$ cat config.mk
export PLATFORM = sky130hd
export DESIGN_NAME = fb_pix_vga
export DESIGN_NICKNAME = d
export VERILOG_FILES = /design/src/verilog/fb_vga_pkg.sv /design/src/verilog/fb_pix_fifo.sv /design/src/verilog/fb_pix_reader.sv /design/src/verilog/fb_pix_vga.sv /design/src/verilog/vga_pix_out.sv /design/src/verilog/vga_timing.sv
export VERILOG_INCLUDE_DIRS = /design/src /design/src/verilog
export SDC_FILE = /design/constraint.sdc
export NUM_CORES = 1
export LEC_CHECK = 0
export BUFFER_PORTS_ARGS = -buffer_cell sky130_fd_sc_hd__buf_2
export CAP_MARGIN = 20
export CORE_ASPECT_RATIO = 0.5
export CORE_MARGIN = 1.5
export CORE_UTILIZATION = 30
export DETAILED_ROUTE_END_ITERATION = 6
export SKIP_LAST_GASP = 1
export SYNTH_ARGS = -nofsm -noshare
export SYNTH_HDL_FRONTEND = slang
export SYNTH_SLANG_ARGS = --single-unit
$ cat constraint.sdc
create_clock -name clk -period 17.07 [get_ports clk]
set_clock_uncertainty 0.1 [all_clocks]
set_input_delay 2.5605 -clock clk [delete_from_list [all_inputs] [get_ports clk]]
set_output_delay 2.5605 -clock clk [all_outputs]
set_load 0.05 [all_outputs]
$ cat src/verilog/fb_vga_defines.svh
`ifndef FB_VGA_DEFINES_SVH
`define FB_VGA_DEFINES_SVH

// Scan counter widths
`define FB_H_WIDTH 12
`define FB_V_WIDTH 12

// Bits per colour channel
`define FB_COLOR_WIDTH 4

// Memory read channel
`define FB_ADDR_WIDTH 16
`define FB_DATA_WIDTH 16

// Pixel FIFO, also bounds the reader's requests in flight
`define FB_FIFO_LOG2 3
`define FB_FIFO_DEPTH (1 << `FB_FIFO_LOG2)

`endif

$ cat src/verilog/fb_vga_pkg.sv
`include "fb_vga_defines.svh"

package fb_vga_pkg;

  typedef struct packed {
    logic [`FB_COLOR_WIDTH-1:0] red;
    logic [`FB_COLOR_WIDTH-1:0] grn;
    logic [`FB_COLOR_WIDTH-1:0] blu;
  } rgb_t;

  // Video geometry, all values in pixels or lines
  typedef struct packed {
    logic [`FB_H_WIDTH-1:0] h_visible;
    logic [`FB_H_WIDTH-1:0] h_sync_start;
    logic [`FB_H_WIDTH-1:0] h_sync_end;
    logic [`FB_H_WIDTH-1:0] h_line_end;
    logic [`FB_V_WIDTH-1:0] v_visible;
    logic [`FB_V_WIDTH-1:0] v_sync_start;
    logic [`FB_V_WIDTH-1:0] v_sync_end;
    logic [`FB_V_WIDTH-1:0] v_frame_end;
  } timing_t;

  typedef struct packed {
    logic [`FB_ADDR_WIDTH-1:0] addr;
  } rd_req_t;

  typedef struct packed {
    logic [`FB_DATA_WIDTH-1:0] data;
  } rd_rsp_t;

  // Fetched pixel tagged with its frame position
  typedef struct packed {
    rgb_t                   rgb;
    logic [`FB_H_WIDTH-1:0] x;
    logic [`FB_V_WIDTH-1:0] y;
  } pix_t;

  // Syncs are active low
  typedef struct packed {
    rgb_t rgb;
    logic hsync;
    logic vsync;
    logic de;
  } vga_t;

  typedef enum logic [1:0] {
    IDLE,
    FETCH,
    WRAP
  } reader_state_e;

endpackage

$ cat src/verilog/fb_pix_fifo.sv
`include "fb_vga_defines.svh"

module fb_pix_fifo (
  input  logic                   clk,
  input  logic                   rst,
  input  logic                   push,
  input  fb_vga_pkg::pix_t       push_data,
  input  logic                   pop,
  output fb_vga_pkg::pix_t       head,
  output logic                   empty,
  output logic [`FB_FIFO_LOG2:0] level
);

  fb_vga_pkg::pix_t mem [`FB_FIFO_DEPTH];

  logic [`FB_FIFO_LOG2-1:0] wr_ptr;
  logic [`FB_FIFO_LOG2-1:0] rd_ptr;
  logic [`FB_FIFO_LOG2:0]   count;
  logic                     do_pop;

  // Popping an empty FIFO is ignored
  assign do_pop = pop && !empty;

  always_ff @(posedge clk) begin
    if (push) begin
      mem[wr_ptr] <= push_data;
    end
  end

  always_ff @(posedge clk) begin
    if (rst) begin
      wr_ptr <= '0;
      rd_ptr <= '0;
      count  <= '0;
    end else begin
      if (push) begin
        wr_ptr <= wr_ptr + 1'b1;
      end
      if (do_pop) begin
        rd_ptr <= rd_ptr + 1'b1;
      end

      case ({push, do_pop})
        2'b10: count <= count + 1'b1;
        2'b01: count <= count - 1'b1;
        default: count <= count;
      endcase
    end
  end

  // Oldest entry is always visible
  assign head  = mem[rd_ptr];
  assign empty = (count == '0);
  assign level = count;

endmodule

$ cat src/verilog/fb_pix_reader.sv
`include "fb_vga_defines.svh"

module fb_pix_reader (
  input  logic                  clk,
  input  logic                  rst,
  input  fb_vga_pkg::timing_t   timing,
  input  logic                  rd_req_ready,
  input  logic                  rd_rsp_valid,
  input  fb_vga_pkg::rd_rsp_t   rd_rsp,
  input  logic [`FB_FIFO_LOG2:0] level,
  output logic                  rd_req_valid,
  output fb_vga_pkg::rd_req_t   rd_req,
  output logic                  rd_rsp_ready,
  output logic                  push,
  output fb_vga_pkg::pix_t      push_data
);

  fb_vga_pkg::reader_state_e state;

  // Raster position and word address of the next request
  logic [`FB_H_WIDTH-1:0]    x;
  logic [`FB_V_WIDTH-1:0]    y;
  logic [`FB_ADDR_WIDTH-1:0] addr;

  // Coordinates of requests still waiting for data, oldest at q_rd
  logic [`FB_H_WIDTH-1:0]    q_x [`FB_FIFO_DEPTH];
  logic [`FB_V_WIDTH-1:0]    q_y [`FB_FIFO_DEPTH];
  logic [`FB_FIFO_LOG2:0]    q_wr;
  logic [`FB_FIFO_LOG2:0]    q_rd;
  logic [`FB_FIFO_LOG2:0]    in_flight;
  logic [`FB_FIFO_LOG2+1:0]  budget;

  logic credit;
  logic req_fire;
  logic last_col;
  logic last_row;

  assign in_flight = q_wr - q_rd;

  // Space in the FIFO is claimed at request time
  assign budget = in_flight + level;
  assign credit = budget < (`FB_FIFO_LOG2 + 2)'(`FB_FIFO_DEPTH);

  assign rd_req_valid = (state == fb_vga_pkg::FETCH) && credit;
  assign rd_req.addr  = addr;
  assign req_fire     = rd_req_valid && rd_req_ready;

  assign last_col = (x == timing.h_visible - 1'b1);
  assign last_row = (y == timing.v_visible - 1'b1);

  // Never back-pressure responses
  assign rd_rsp_ready = 1'b1;
  assign push         = rd_rsp_valid && rd_rsp_ready;

  assign push_data.rgb = rd_rsp.data[3*`FB_COLOR_WIDTH-1:0];
  assign push_data.x   = q_x[q_rd[`FB_FIFO_LOG2-1:0]];
  assign push_data.y   = q_y[q_rd[`FB_FIFO_LOG2-1:0]];

  always_ff @(posedge clk) begin
    if (req_fire) begin
      q_x[q_wr[`FB_FIFO_LOG2-1:0]] <= x;
      q_y[q_wr[`FB_FIFO_LOG2-1:0]] <= y;
    end
  end

  always_ff @(posedge clk) begin
    if (rst) begin
      state <= fb_vga_pkg::IDLE;
      x     <= '0;
      y     <= '0;
      addr  <= '0;
      q_wr  <= '0;
      q_rd  <= '0;
    end else begin
      if (req_fire) begin
        q_wr <= q_wr + 1'b1;
      end
      if (push) begin
        q_rd <= q_rd + 1'b1;
      end

      case (state)
        fb_vga_pkg::IDLE: begin
          state <= fb_vga_pkg::FETCH;
        end
        fb_vga_pkg::FETCH: begin
          if (req_fire) begin
            addr <= addr + 1'b1;
            if (last_col) begin
              x <= '0;
              // Frame done after the bottom right pixel
              if (last_row) begin
                state <= fb_vga_pkg::WRAP;
              end else begin
                y <= y + 1'b1;
              end
            end else begin
              x <= x + 1'b1;
            end
          end
        end
        fb_vga_pkg::WRAP: begin
          x     <= '0;
          y     <= '0;
          addr  <= '0;
          state <= fb_vga_pkg::FETCH;
        end
        default: begin
          state <= fb_vga_pkg::IDLE;
        end
      endcase
    end
  end

endmodule

$ cat src/verilog/fb_pix_vga.sv
`include "fb_vga_defines.svh"

module fb_pix_vga (
  input  logic                clk,
  input  logic                rst,
  input  fb_vga_pkg::timing_t timing,
  input  logic                rd_req_ready,
  input  logic                rd_rsp_valid,
  input  fb_vga_pkg::rd_rsp_t rd_rsp,
  output logic                rd_req_valid,
  output fb_vga_pkg::rd_req_t rd_req,
  output logic                rd_rsp_ready,
  output fb_vga_pkg::vga_t    vga,
  output logic                vga_error
);

  // Reader to FIFO
  logic                   push;
  fb_vga_pkg::pix_t       push_data;
  logic [`FB_FIFO_LOG2:0] level;

  // FIFO to output stage
  fb_vga_pkg::pix_t       head;
  logic                   empty;
  logic                   pop;

  // Scan position and syncs
  logic                   start;
  logic [`FB_H_WIDTH-1:0] x;
  logic [`FB_V_WIDTH-1:0] y;
  logic                   visible;
  logic                   hsync_n;
  logic                   vsync_n;

  fb_pix_reader u_reader (
    .clk         (clk),
    .rst         (rst),
    .timing      (timing),
    .rd_req_ready(rd_req_ready),
    .rd_rsp_valid(rd_rsp_valid),
    .rd_rsp      (rd_rsp),
    .level       (level),
    .rd_req_valid(rd_req_valid),
    .rd_req      (rd_req),
    .rd_rsp_ready(rd_rsp_ready),
    .push        (push),
    .push_data   (push_data)
  );

  fb_pix_fifo u_fifo (
    .clk      (clk),
    .rst      (rst),
    .push     (push),
    .push_data(push_data),
    .pop      (pop),
    .head     (head),
    .empty    (empty),
    .level    (level)
  );

  vga_timing u_timing (
    .clk    (clk),
    .rst    (rst),
    .timing (timing),
    .start  (start),
    .x      (x),
    .y      (y),
    .visible(visible),
    .hsync_n(hsync_n),
    .vsync_n(vsync_n)
  );

  vga_pix_out u_pix_out (
    .clk      (clk),
    .rst      (rst),
    .head     (head),
    .empty    (empty),
    .level    (level),
    .x        (x),
    .y        (y),
    .visible  (visible),
    .hsync_n  (hsync_n),
    .vsync_n  (vsync_n),
    .pop      (pop),
    .start    (start),
    .vga      (vga),
    .vga_error(vga_error)
  );

endmodule

$ cat src/verilog/vga_pix_out.sv
`include "fb_vga_defines.svh"

module vga_pix_out (
  input  logic                   clk,
  input  logic                   rst,
  input  fb_vga_pkg::pix_t       head,
  input  logic                   empty,
  input  logic [`FB_FIFO_LOG2:0] level,
  input  logic [`FB_H_WIDTH-1:0] x,
  input  logic [`FB_V_WIDTH-1:0] y,
  input  logic                   visible,
  input  logic                   hsync_n,
  input  logic                   vsync_n,
  output logic                   pop,
  output logic                   start,
  output fb_vga_pkg::vga_t       vga,
  output logic                   vga_error
);

  logic full;
  logic underflow;
  logic mismatch;

  assign full = (level == (`FB_FIFO_LOG2 + 1)'(`FB_FIFO_DEPTH));

  // One pixel per visible cycle
  assign pop = visible && !empty;

  assign underflow = visible && empty;

  // Fetched pixel must belong to the current scan position
  assign mismatch = pop && ((head.x != x) || (head.y != y));

  always_ff @(posedge clk) begin
    if (rst) begin
      start <= 1'b0;
    end else if (full) begin
      start <= 1'b1;
    end
  end

  always_ff @(posedge clk) begin
    if (rst) begin
      vga.rgb   <= '0;
      vga.hsync <= 1'b1;
      vga.vsync <= 1'b1;
      vga.de    <= 1'b0;
    end else begin
      vga.de    <= visible;
      vga.hsync <= hsync_n;
      vga.vsync <= vsync_n;
      // Black in blanking and on underflow
      if (pop) begin
        vga.rgb <= head.rgb;
      end else begin
        vga.rgb <= '0;
      end
    end
  end

  // Sticky until reset
  always_ff @(posedge clk) begin
    if (rst) begin
      vga_error <= 1'b0;
    end else if (underflow || mismatch) begin
      vga_error <= 1'b1;
    end
  end

endmodule

$ cat src/verilog/vga_timing.sv
`include "fb_vga_defines.svh"

module vga_timing (
  input  logic                   clk,
  input  logic                   rst,
  input  fb_vga_pkg::timing_t    timing,
  input  logic                   start,
  output logic [`FB_H_WIDTH-1:0] x,
  output logic [`FB_V_WIDTH-1:0] y,
  output logic                   visible,
  output logic                   hsync_n,
  output logic                   vsync_n
);

  logic [`FB_H_WIDTH-1:0] h_cnt;
  logic [`FB_V_WIDTH-1:0] v_cnt;
  logic                   last_h;
  logic                   last_v;
  logic                   h_active;
  logic                   v_active;
  logic                   h_in_sync;
  logic                   v_in_sync;

  assign last_h = (h_cnt == timing.h_line_end - 1'b1);
  assign last_v = (v_cnt == timing.v_frame_end - 1'b1);

  // Counters sit at the origin until the FIFO has been prefilled
  always_ff @(posedge clk) begin
    if (rst) begin
      h_cnt <= '0;
      v_cnt <= '0;
    end else if (start) begin
      if (last_h) begin
        h_cnt <= '0;
        if (last_v) begin
          v_cnt <= '0;
        end else begin
          v_cnt <= v_cnt + 1'b1;
        end
      end else begin
        h_cnt <= h_cnt + 1'b1;
      end
    end
  end

  assign h_active = (h_cnt < timing.h_visible);
  assign v_active = (v_cnt < timing.v_visible);

  assign h_in_sync = (h_cnt >= timing.h_sync_start) && (h_cnt < timing.h_sync_end);
  assign v_in_sync = (v_cnt >= timing.v_sync_start) && (v_cnt < timing.v_sync_end);

  // Origin is not shown before start
  assign visible = start && h_active && v_active;
  assign hsync_n = !h_in_sync;
  assign vsync_n = !v_in_sync;

  assign x = h_cnt;
  assign y = v_cnt;

endmodule
Word level (Yosys, flattened, before mapping)

Memories as Yosys holds them, arrays and structs flattened. A register that Yosys moved wholly into a read port is not among the register bits.
Index checks and enable logic that the tools add are counted.

Flip-flop bits (word level): 101
RAM bits: 480
Input bits: 116
Output and inout bits: 34
Logic and storage cells: 113
Memories kept: 3

Add/subtract/negate cells: 17
Magnitude comparators: 7
Eq/ne operators: 15
Mux-type cells: 26
Bitwise operators: 1
Reduce and logical (&&, ||, !) cells: 25

Memory list:

| name         | words | bits a word | rd ports | clocked after memory_dff | wr ports | RTL line            | RTL |
|---|---|---|---|---|---|---|---|
| u_fifo.mem   | 8     | 36          | 1        | 1                        | 1        | fb_pix_fifo.sv:14   | `` fb_vga_pkg::pix_t mem [`FB_FIFO_DEPTH]; `` |
| u_reader.q_x | 8     | 12          | 1        | 1                        | 1        | fb_pix_reader.sv:26 | `` logic [`FB_H_WIDTH-1:0] q_x [`FB_FIFO_DEPTH]; `` |
| u_reader.q_y | 8     | 12          | 1        | 1                        | 1        | fb_pix_reader.sv:27 | `` logic [`FB_V_WIDTH-1:0] q_y [`FB_FIFO_DEPTH]; `` |

Operator list:

| operator                                                   | count |
|---|---|
| two-way mux 12 bit                                         | 7 |
| adder 12 x 1 -> 12 bit, second input constant              | 4 |
| equality test 12 bit                                       | 4 |
| less-than comparator 12 bit                                | 4 |
| case mux 12 bit (2 select lines)                           | 2 |
| subtractor 12 x 1 -> 12 bit, second input constant         | 4 |
| case mux 16 bit (2 select lines)                           | 1 |
| >= comparator 12 bit                                       | 2 |
| inequality test 12 bit                                     | 2 |
| two-way mux 3 bit                                          | 6 |
| adder 16 x 1 -> 16 bit, second input constant              | 1 |
| two-way mux 16 bit                                         | 1 |
| adder 4 x 1 -> 4 bit, second input constant                | 3 |
| logical AND 1 bit                                          | 10 |
| case mux 4 bit (2 select lines)                            | 1 |
| adder 3 x 1 -> 3 bit, second input constant                | 2 |
| two-way mux 2 bit                                          | 3 |
| inequality test 2 x 1 -> 1 bit, second input constant      | 3 |
| adder 4 x 4 -> 5 bit                                       | 1 |
| less-than comparator 5 x 4 -> 1 bit, second input constant | 1 |
| equality test 2 x 1 -> 1 bit, second input constant        | 2 |
| equality test 2 bit, second input constant                 | 2 |
| equality test 4 bit, second input constant                 | 1 |
| logical NOT 4 bit                                          | 1 |
| other kinds (14)                                           | 23 |

Depth between registers and ports, before layout

Depth in word-level cells: 7
Mapped depth: 17
Depth with buffers taken out: 15

Cells and area by module

From an unflattened synthesis, not the netlist that was laid out.

Cells, all modules: 1763
Area total of the unflattened synthesis: 26890.8 sq um

Modules (own cells, without submodules):

| module        | instances | cells an instance | area an instance (sq um) | sequential area each (sq um) |
|---|---|---|---|---|
| fb_pix_fifo   | 1         | 488               | 11720.0                  | 8908.5 |
| fb_pix_reader | 1         | 716               | 10786.6                  | 6826.5 |
| vga_timing    | 1         | 486               | 3641.0                   | 480.5 |
| vga_pix_out   | 1         | 73                | 743.2                    | 340.3 |

Worst setup path before layout

Ideal clock, no wire load.

Path type: input to register
Start: input rd_rsp_valid
End: memory u_fifo.mem[0][0] (netlist bit) (enable)
Library setup time: 0.474 ns
Arrival time: 5.510 ns
Required time: 16.496 ns
Slack: 10.986 ns
Stages: 3
Buffers on the path: 1
Cells stage by stage: clkbuf_1 > nand2b_1 > nor3_1

Cells in the longest elaborated chain, start to end: 2

Ends and longest elaborated chain:

| what                                    | RTL line          | RTL |
|---|---|---|
| start: declaration                      | fb_pix_vga.sv:8   | `input logic rd_rsp_valid,` |
| two-way mux 1 bit                       | fb_pix_fifo.sv:25 | `if (push) begin` |
| two-way mux 1 bit (implied by the code) | fb_pix_fifo.sv:26 | `mem[wr_ptr] <= push_data;` |
| end: declaration                        | fb_pix_fifo.sv:14 |  |

No other way between the ends.

Final worst setup path

Start: input timing[90] (netlist bit)
End: register u_fifo.count[3] (netlist: u_fifo.level[3])

Cells in the longest elaborated chain, start to end: 7
Elaborated cells on any way between the ends: 9
Those cells by class: order compare (1); eq/ne (2); mux (1); reduce/logical (5)

Ends and longest elaborated chain:

| what                                                                  | RTL line          | RTL |
|---|---|---|
| start: declaration                                                    | fb_pix_vga.sv:6   | `input fb_vga_pkg::timing_t timing,` |
| less-than comparator 12 bit (*)                                       | vga_timing.sv:46  | `assign h_active = (h_cnt < timing.h_visible);` |
| logical AND 1 bit (*) (2 in a row)                                    | vga_timing.sv:53  | `assign visible = start && h_active && v_active;` |
| logical AND 1 bit (*)                                                 | vga_pix_out.sv:27 | `assign pop = visible && !empty;` |
| logical AND 1 bit (*)                                                 | fb_pix_fifo.sv:22 | `assign do_pop = pop && !empty;` |
| equality test 2 x 1 -> 1 bit or equality test 2 bit (tied branches)   | fb_pix_fifo.sv:43 | `case ({push, do_pop})` |
| case mux 4 bit (2 select lines) or nonzero test 2 bit (tied branches) | -                 |  |
| end signal: assignment                                                | fb_pix_fifo.sv:44 | `2'b10: count <= count + 1'b1;` |
| end signal: assignment                                                | fb_pix_fifo.sv:45 | `2'b01: count <= count - 1'b1;` |
| end signal: assignment                                                | fb_pix_fifo.sv:46 | `default: count <= count;` |
| end: declaration                                                      | fb_pix_fifo.sv:18 | `` logic [`FB_FIFO_LOG2:0] count; `` |

Every way passes the cells marked *; elsewhere a longest branch is shown, timed or not.
A chain may end at the register's enable or synchronous reset.

==> flow_summary_export.csv <==
group,metric,value,unit
global_routing,grt_first_pass_wirelength,88300,µm
global_routing,grt_pass1_vias,14993,
logic_synthesis,syn_nets,1903,
setup_path,timing.rr.end,"u_reader.y[9]",
setup_path,r2r_slack,12.47,ns
timing,fin_tns_setup,0,ns
routing,drt-total-wl,58000,µm
clock_tree,cts.htree.levels,2,
setup_path,worstPathArrival,6.44,ns
hold_path,hp-class,"register to register",
global_routing,grt_overflow_total,0,
timing,maxSlewViolCount,0,
logic_synthesis,ys.flop_type,"edfxtp_1",
logic_synthesis,ys_seq_area_frac,0.636,
global_routing,grt_max_degree,49,
logic_synthesis,synth_top_area_cell,"edfxtp_1",
finish,final_common_cell,"edfxtp_1",
logic_synthesis,synthTopCellsByArea,"edfxtp_1 55%, mux4_2 10%, dfxtp_1 8.2%",
clock_tree,clk_latency,0.63,ns
floorplan,die_w,420,µm
logic_synthesis,syn_area_per_cell,15.4,µm²
clock_tree,clk_path_buf_depth,3,
placed_design,port_buffers,144,
timing,finalHoldViolCount,0,
clock_tree,cts_resized,0,
placed_design,place.gp.congestion,0.854,
global_routing,antenna_found_initial,3,
timing,worst_pin_slew,1.12,ns
clock_tree,hold_buffers,0,
clock_tree,cts.sinks,587,
setup_path,critPathKind,"input pin to register",
floorplan,die_h,211,µm
timing,final-setup-viol-count,0,
logic_synthesis,netlist_instances,1695,
placed_design,dp_hpwl,36100,µm
clock_tree,cts_buffers,56,
flow_run,maxCapViolations,0,
timing,slew_headroom,0.251,
pwr,total_leakage_power,10.3,nW
logic_synthesis,synth_top_area_share,0.554,
routing,antenna_left,0,
floorplan,coreArea,86000,µm²
hold_path,holdCritStartpoint,"u_reader.state[0]",
setup_path,worstSetupStartpoint,"timing[90]",
timing,clock.fmax,167,MHz
clock_tree,clkTransAtPathRegs,0.06,ns
status,outcome,"finished, final reports clean",
timing,rsz0062_at_grt,"false",
routing,viasPerCell,4.74,
routing,vias,14592,
logic_synthesis,synth_edf_count,480,
logic_synthesis,ys_types,77,
finish,fin_area,30200,µm²
routing,drtPass1Iterations,5,
global_routing,gr-usage-all-layers,0.131,
setup_path,cp_data_required_time,17.52,ns
logic_synthesis,ys_ff_latch,587,
clock_tree,cts_tree,"done",
routing,drc,0,
finish,drive_gt1_frac,0.235,
timing,period_needed,5.99,ns
floorplan,ios,150,
finish,syn_to_final_growth,16.1,%
setup_path,regToRegStartpoint,"u_reader.q_wr[1]",
setup_path,cp-start-kind,"input pin",
floorplan,fp-row-count,76,
finish,layout_common_cells,"480 x edfxtp_1, 144 x buf_2, 120 x mux4_2, 117 x nor2_1, 101 x dfxtp_1",
setup_path,reg2reg_depth,12,
logic_synthesis,synth_area,26000,µm²
logic_synthesis,ys_async_sr_fraction,0,
routing,drt-wirelength-per-cell,18.8,µm
setup_path,crit_path_max_fanout,7,
floorplan,dieArea,88600,µm²
clock_tree,postCtsSetupRepairBufs,0,
pwr,peakVddDrop,0.0937,mV
finish,nets,2065,
hold_path,whs_endpoint,"u_reader.state[0]",
routing,drt_iter0_drc,1161,
floorplan,start_util,0.303,
clock_tree,cts-root-buf,"clkbuf_16",
timing,post-route-period-util,0.351,
setup_path,critPathCaptureType,"register",
pwr,powerDensity,102,nW/µm²
placed_design,postPlaceCellArea,28300,µm²
logic_synthesis,yosysWarnings,0,
hold_path,hold_depth,1,
## how the worst max path moves through the flow
stage | endpoint
finish | u_fifo.level[3]
global route | rd_req_valid
CTS | rd_req_valid
detailed placement | u_fifo.level[3]
floorplan | u_fifo.mem[0][0]
global placement | u_fifo.level[3]
## cell families (layout without fill, tap and decap cells)
group           after synthesis  after routing  share of synthesized area
compound gates              149            149                     0.0409
xor+xnor                    139            139                     0.0468
fa+ha+maj                    92             92                     0.0448
buf+inv                     161            371                     0.0241
flops                       587            587                      0.636
mux                         192            192                      0.133
other cells                   1              3                   0.000144
simple gates                374            374                     0.0742
## flip-flops by register name, summed over array words and instances (netlist names), named ones only
register	cells
u_fifo.rd_ptr	3
u_reader.q_wr	4
u_reader.y	12
u_pix_out.vga_error	1
u_timing.y	12
u_timing.x	12
u_reader.q_y	96
u_reader.x	12
u_pix_out.vga	15
u_fifo.mem	288
u_pix_out.start	1
u_reader.q_x	96
u_fifo.level	4
u_reader.q_rd	4
u_fifo.wr_ptr	3
u_reader.state	2
u_reader.rd_req	16
## Yosys cell counts, drive strengths merged, types with 10 or more instances
cell      n
or3      10
dfxtp   107
nor2    124
nor4     12
mux2i    44
inv      91
clkbuf   44
edfxtp  480
or4      13
nand2b   12
nand3    39
o211ai   15
a21o     15
nor2b    10
xnor2    64
nor3     22
a21oi    33
o21ai    25
mux2     28
xor2     75
nand4    24
and3     16
nand2    56
ha       90
mux4    120
buf      26
## through the flow
stage,setup WS (ns),std cells,total power [W],hold slack (ns),util
after CTS,11.11,3074,0.00311,0.364,0.351
after detailed placement,10.53,2968,0.00181,0.355,0.329
final,11.08,3077,0.00307,0.368,0.351
after floorplan,10.99,1695,0.00173,0.331,-
after global routing,10.92,3077,0.00318,0.381,0.351
after global placement,10.55,2968,0.00180,0.342,0.329
## where the power goes
| group | internal [W] | switching [W] | leakage [nW] |
|---|---|---|---|
| Sequential | 0.00158 | 0.0000123 | 5.17 |
| Clock | 0.000751 | 0.000544 | 0.932 |
| Combinational | 0.0000727 | 0.000111 | 4.25 |
## final cells by class
| type | count | area (µm²) |
|---|---|---|
| fillers | 8211 | 55700 |
| flip-flops and latches | 587 | 16600 |
| multi-input cells | 947 | 8940 |
| well taps | 1170 | 1460 |
| clock buffers | 68 | 1460 |
| repair buffers | 174 | 966 |
| clock inverters | 38 | 475 |
| inverters | 91 | 342 |
| diodes | 2 | 5.00 |
## critical path, stage by stage
cell	delay [ns]
buf_2	0.15
inv_1	0.11
ha_1	0.32
a21o_1	0.19
a221oi_1	0.33
o2111a_1	0.22
o211ai_1	0.14
a21oi_1	0.90
ha_1	0.38
ha_1	0.26
a21o_1	0.17
a21oi_1	0.17
xnor2_1	0.09
or3_1	0.30
a21oi_1	0.13
## layer usage
metal  up-vias  track usage  routed length, µm
li1       6844            -                  -
met1      7404        0.174              26200
met2       272        0.224              28200
met3        72       0.0185               2460
met4         0       0.0357               1160
met5         -            0                  0
Note: power is estimated with default switching activity, not from simulation.
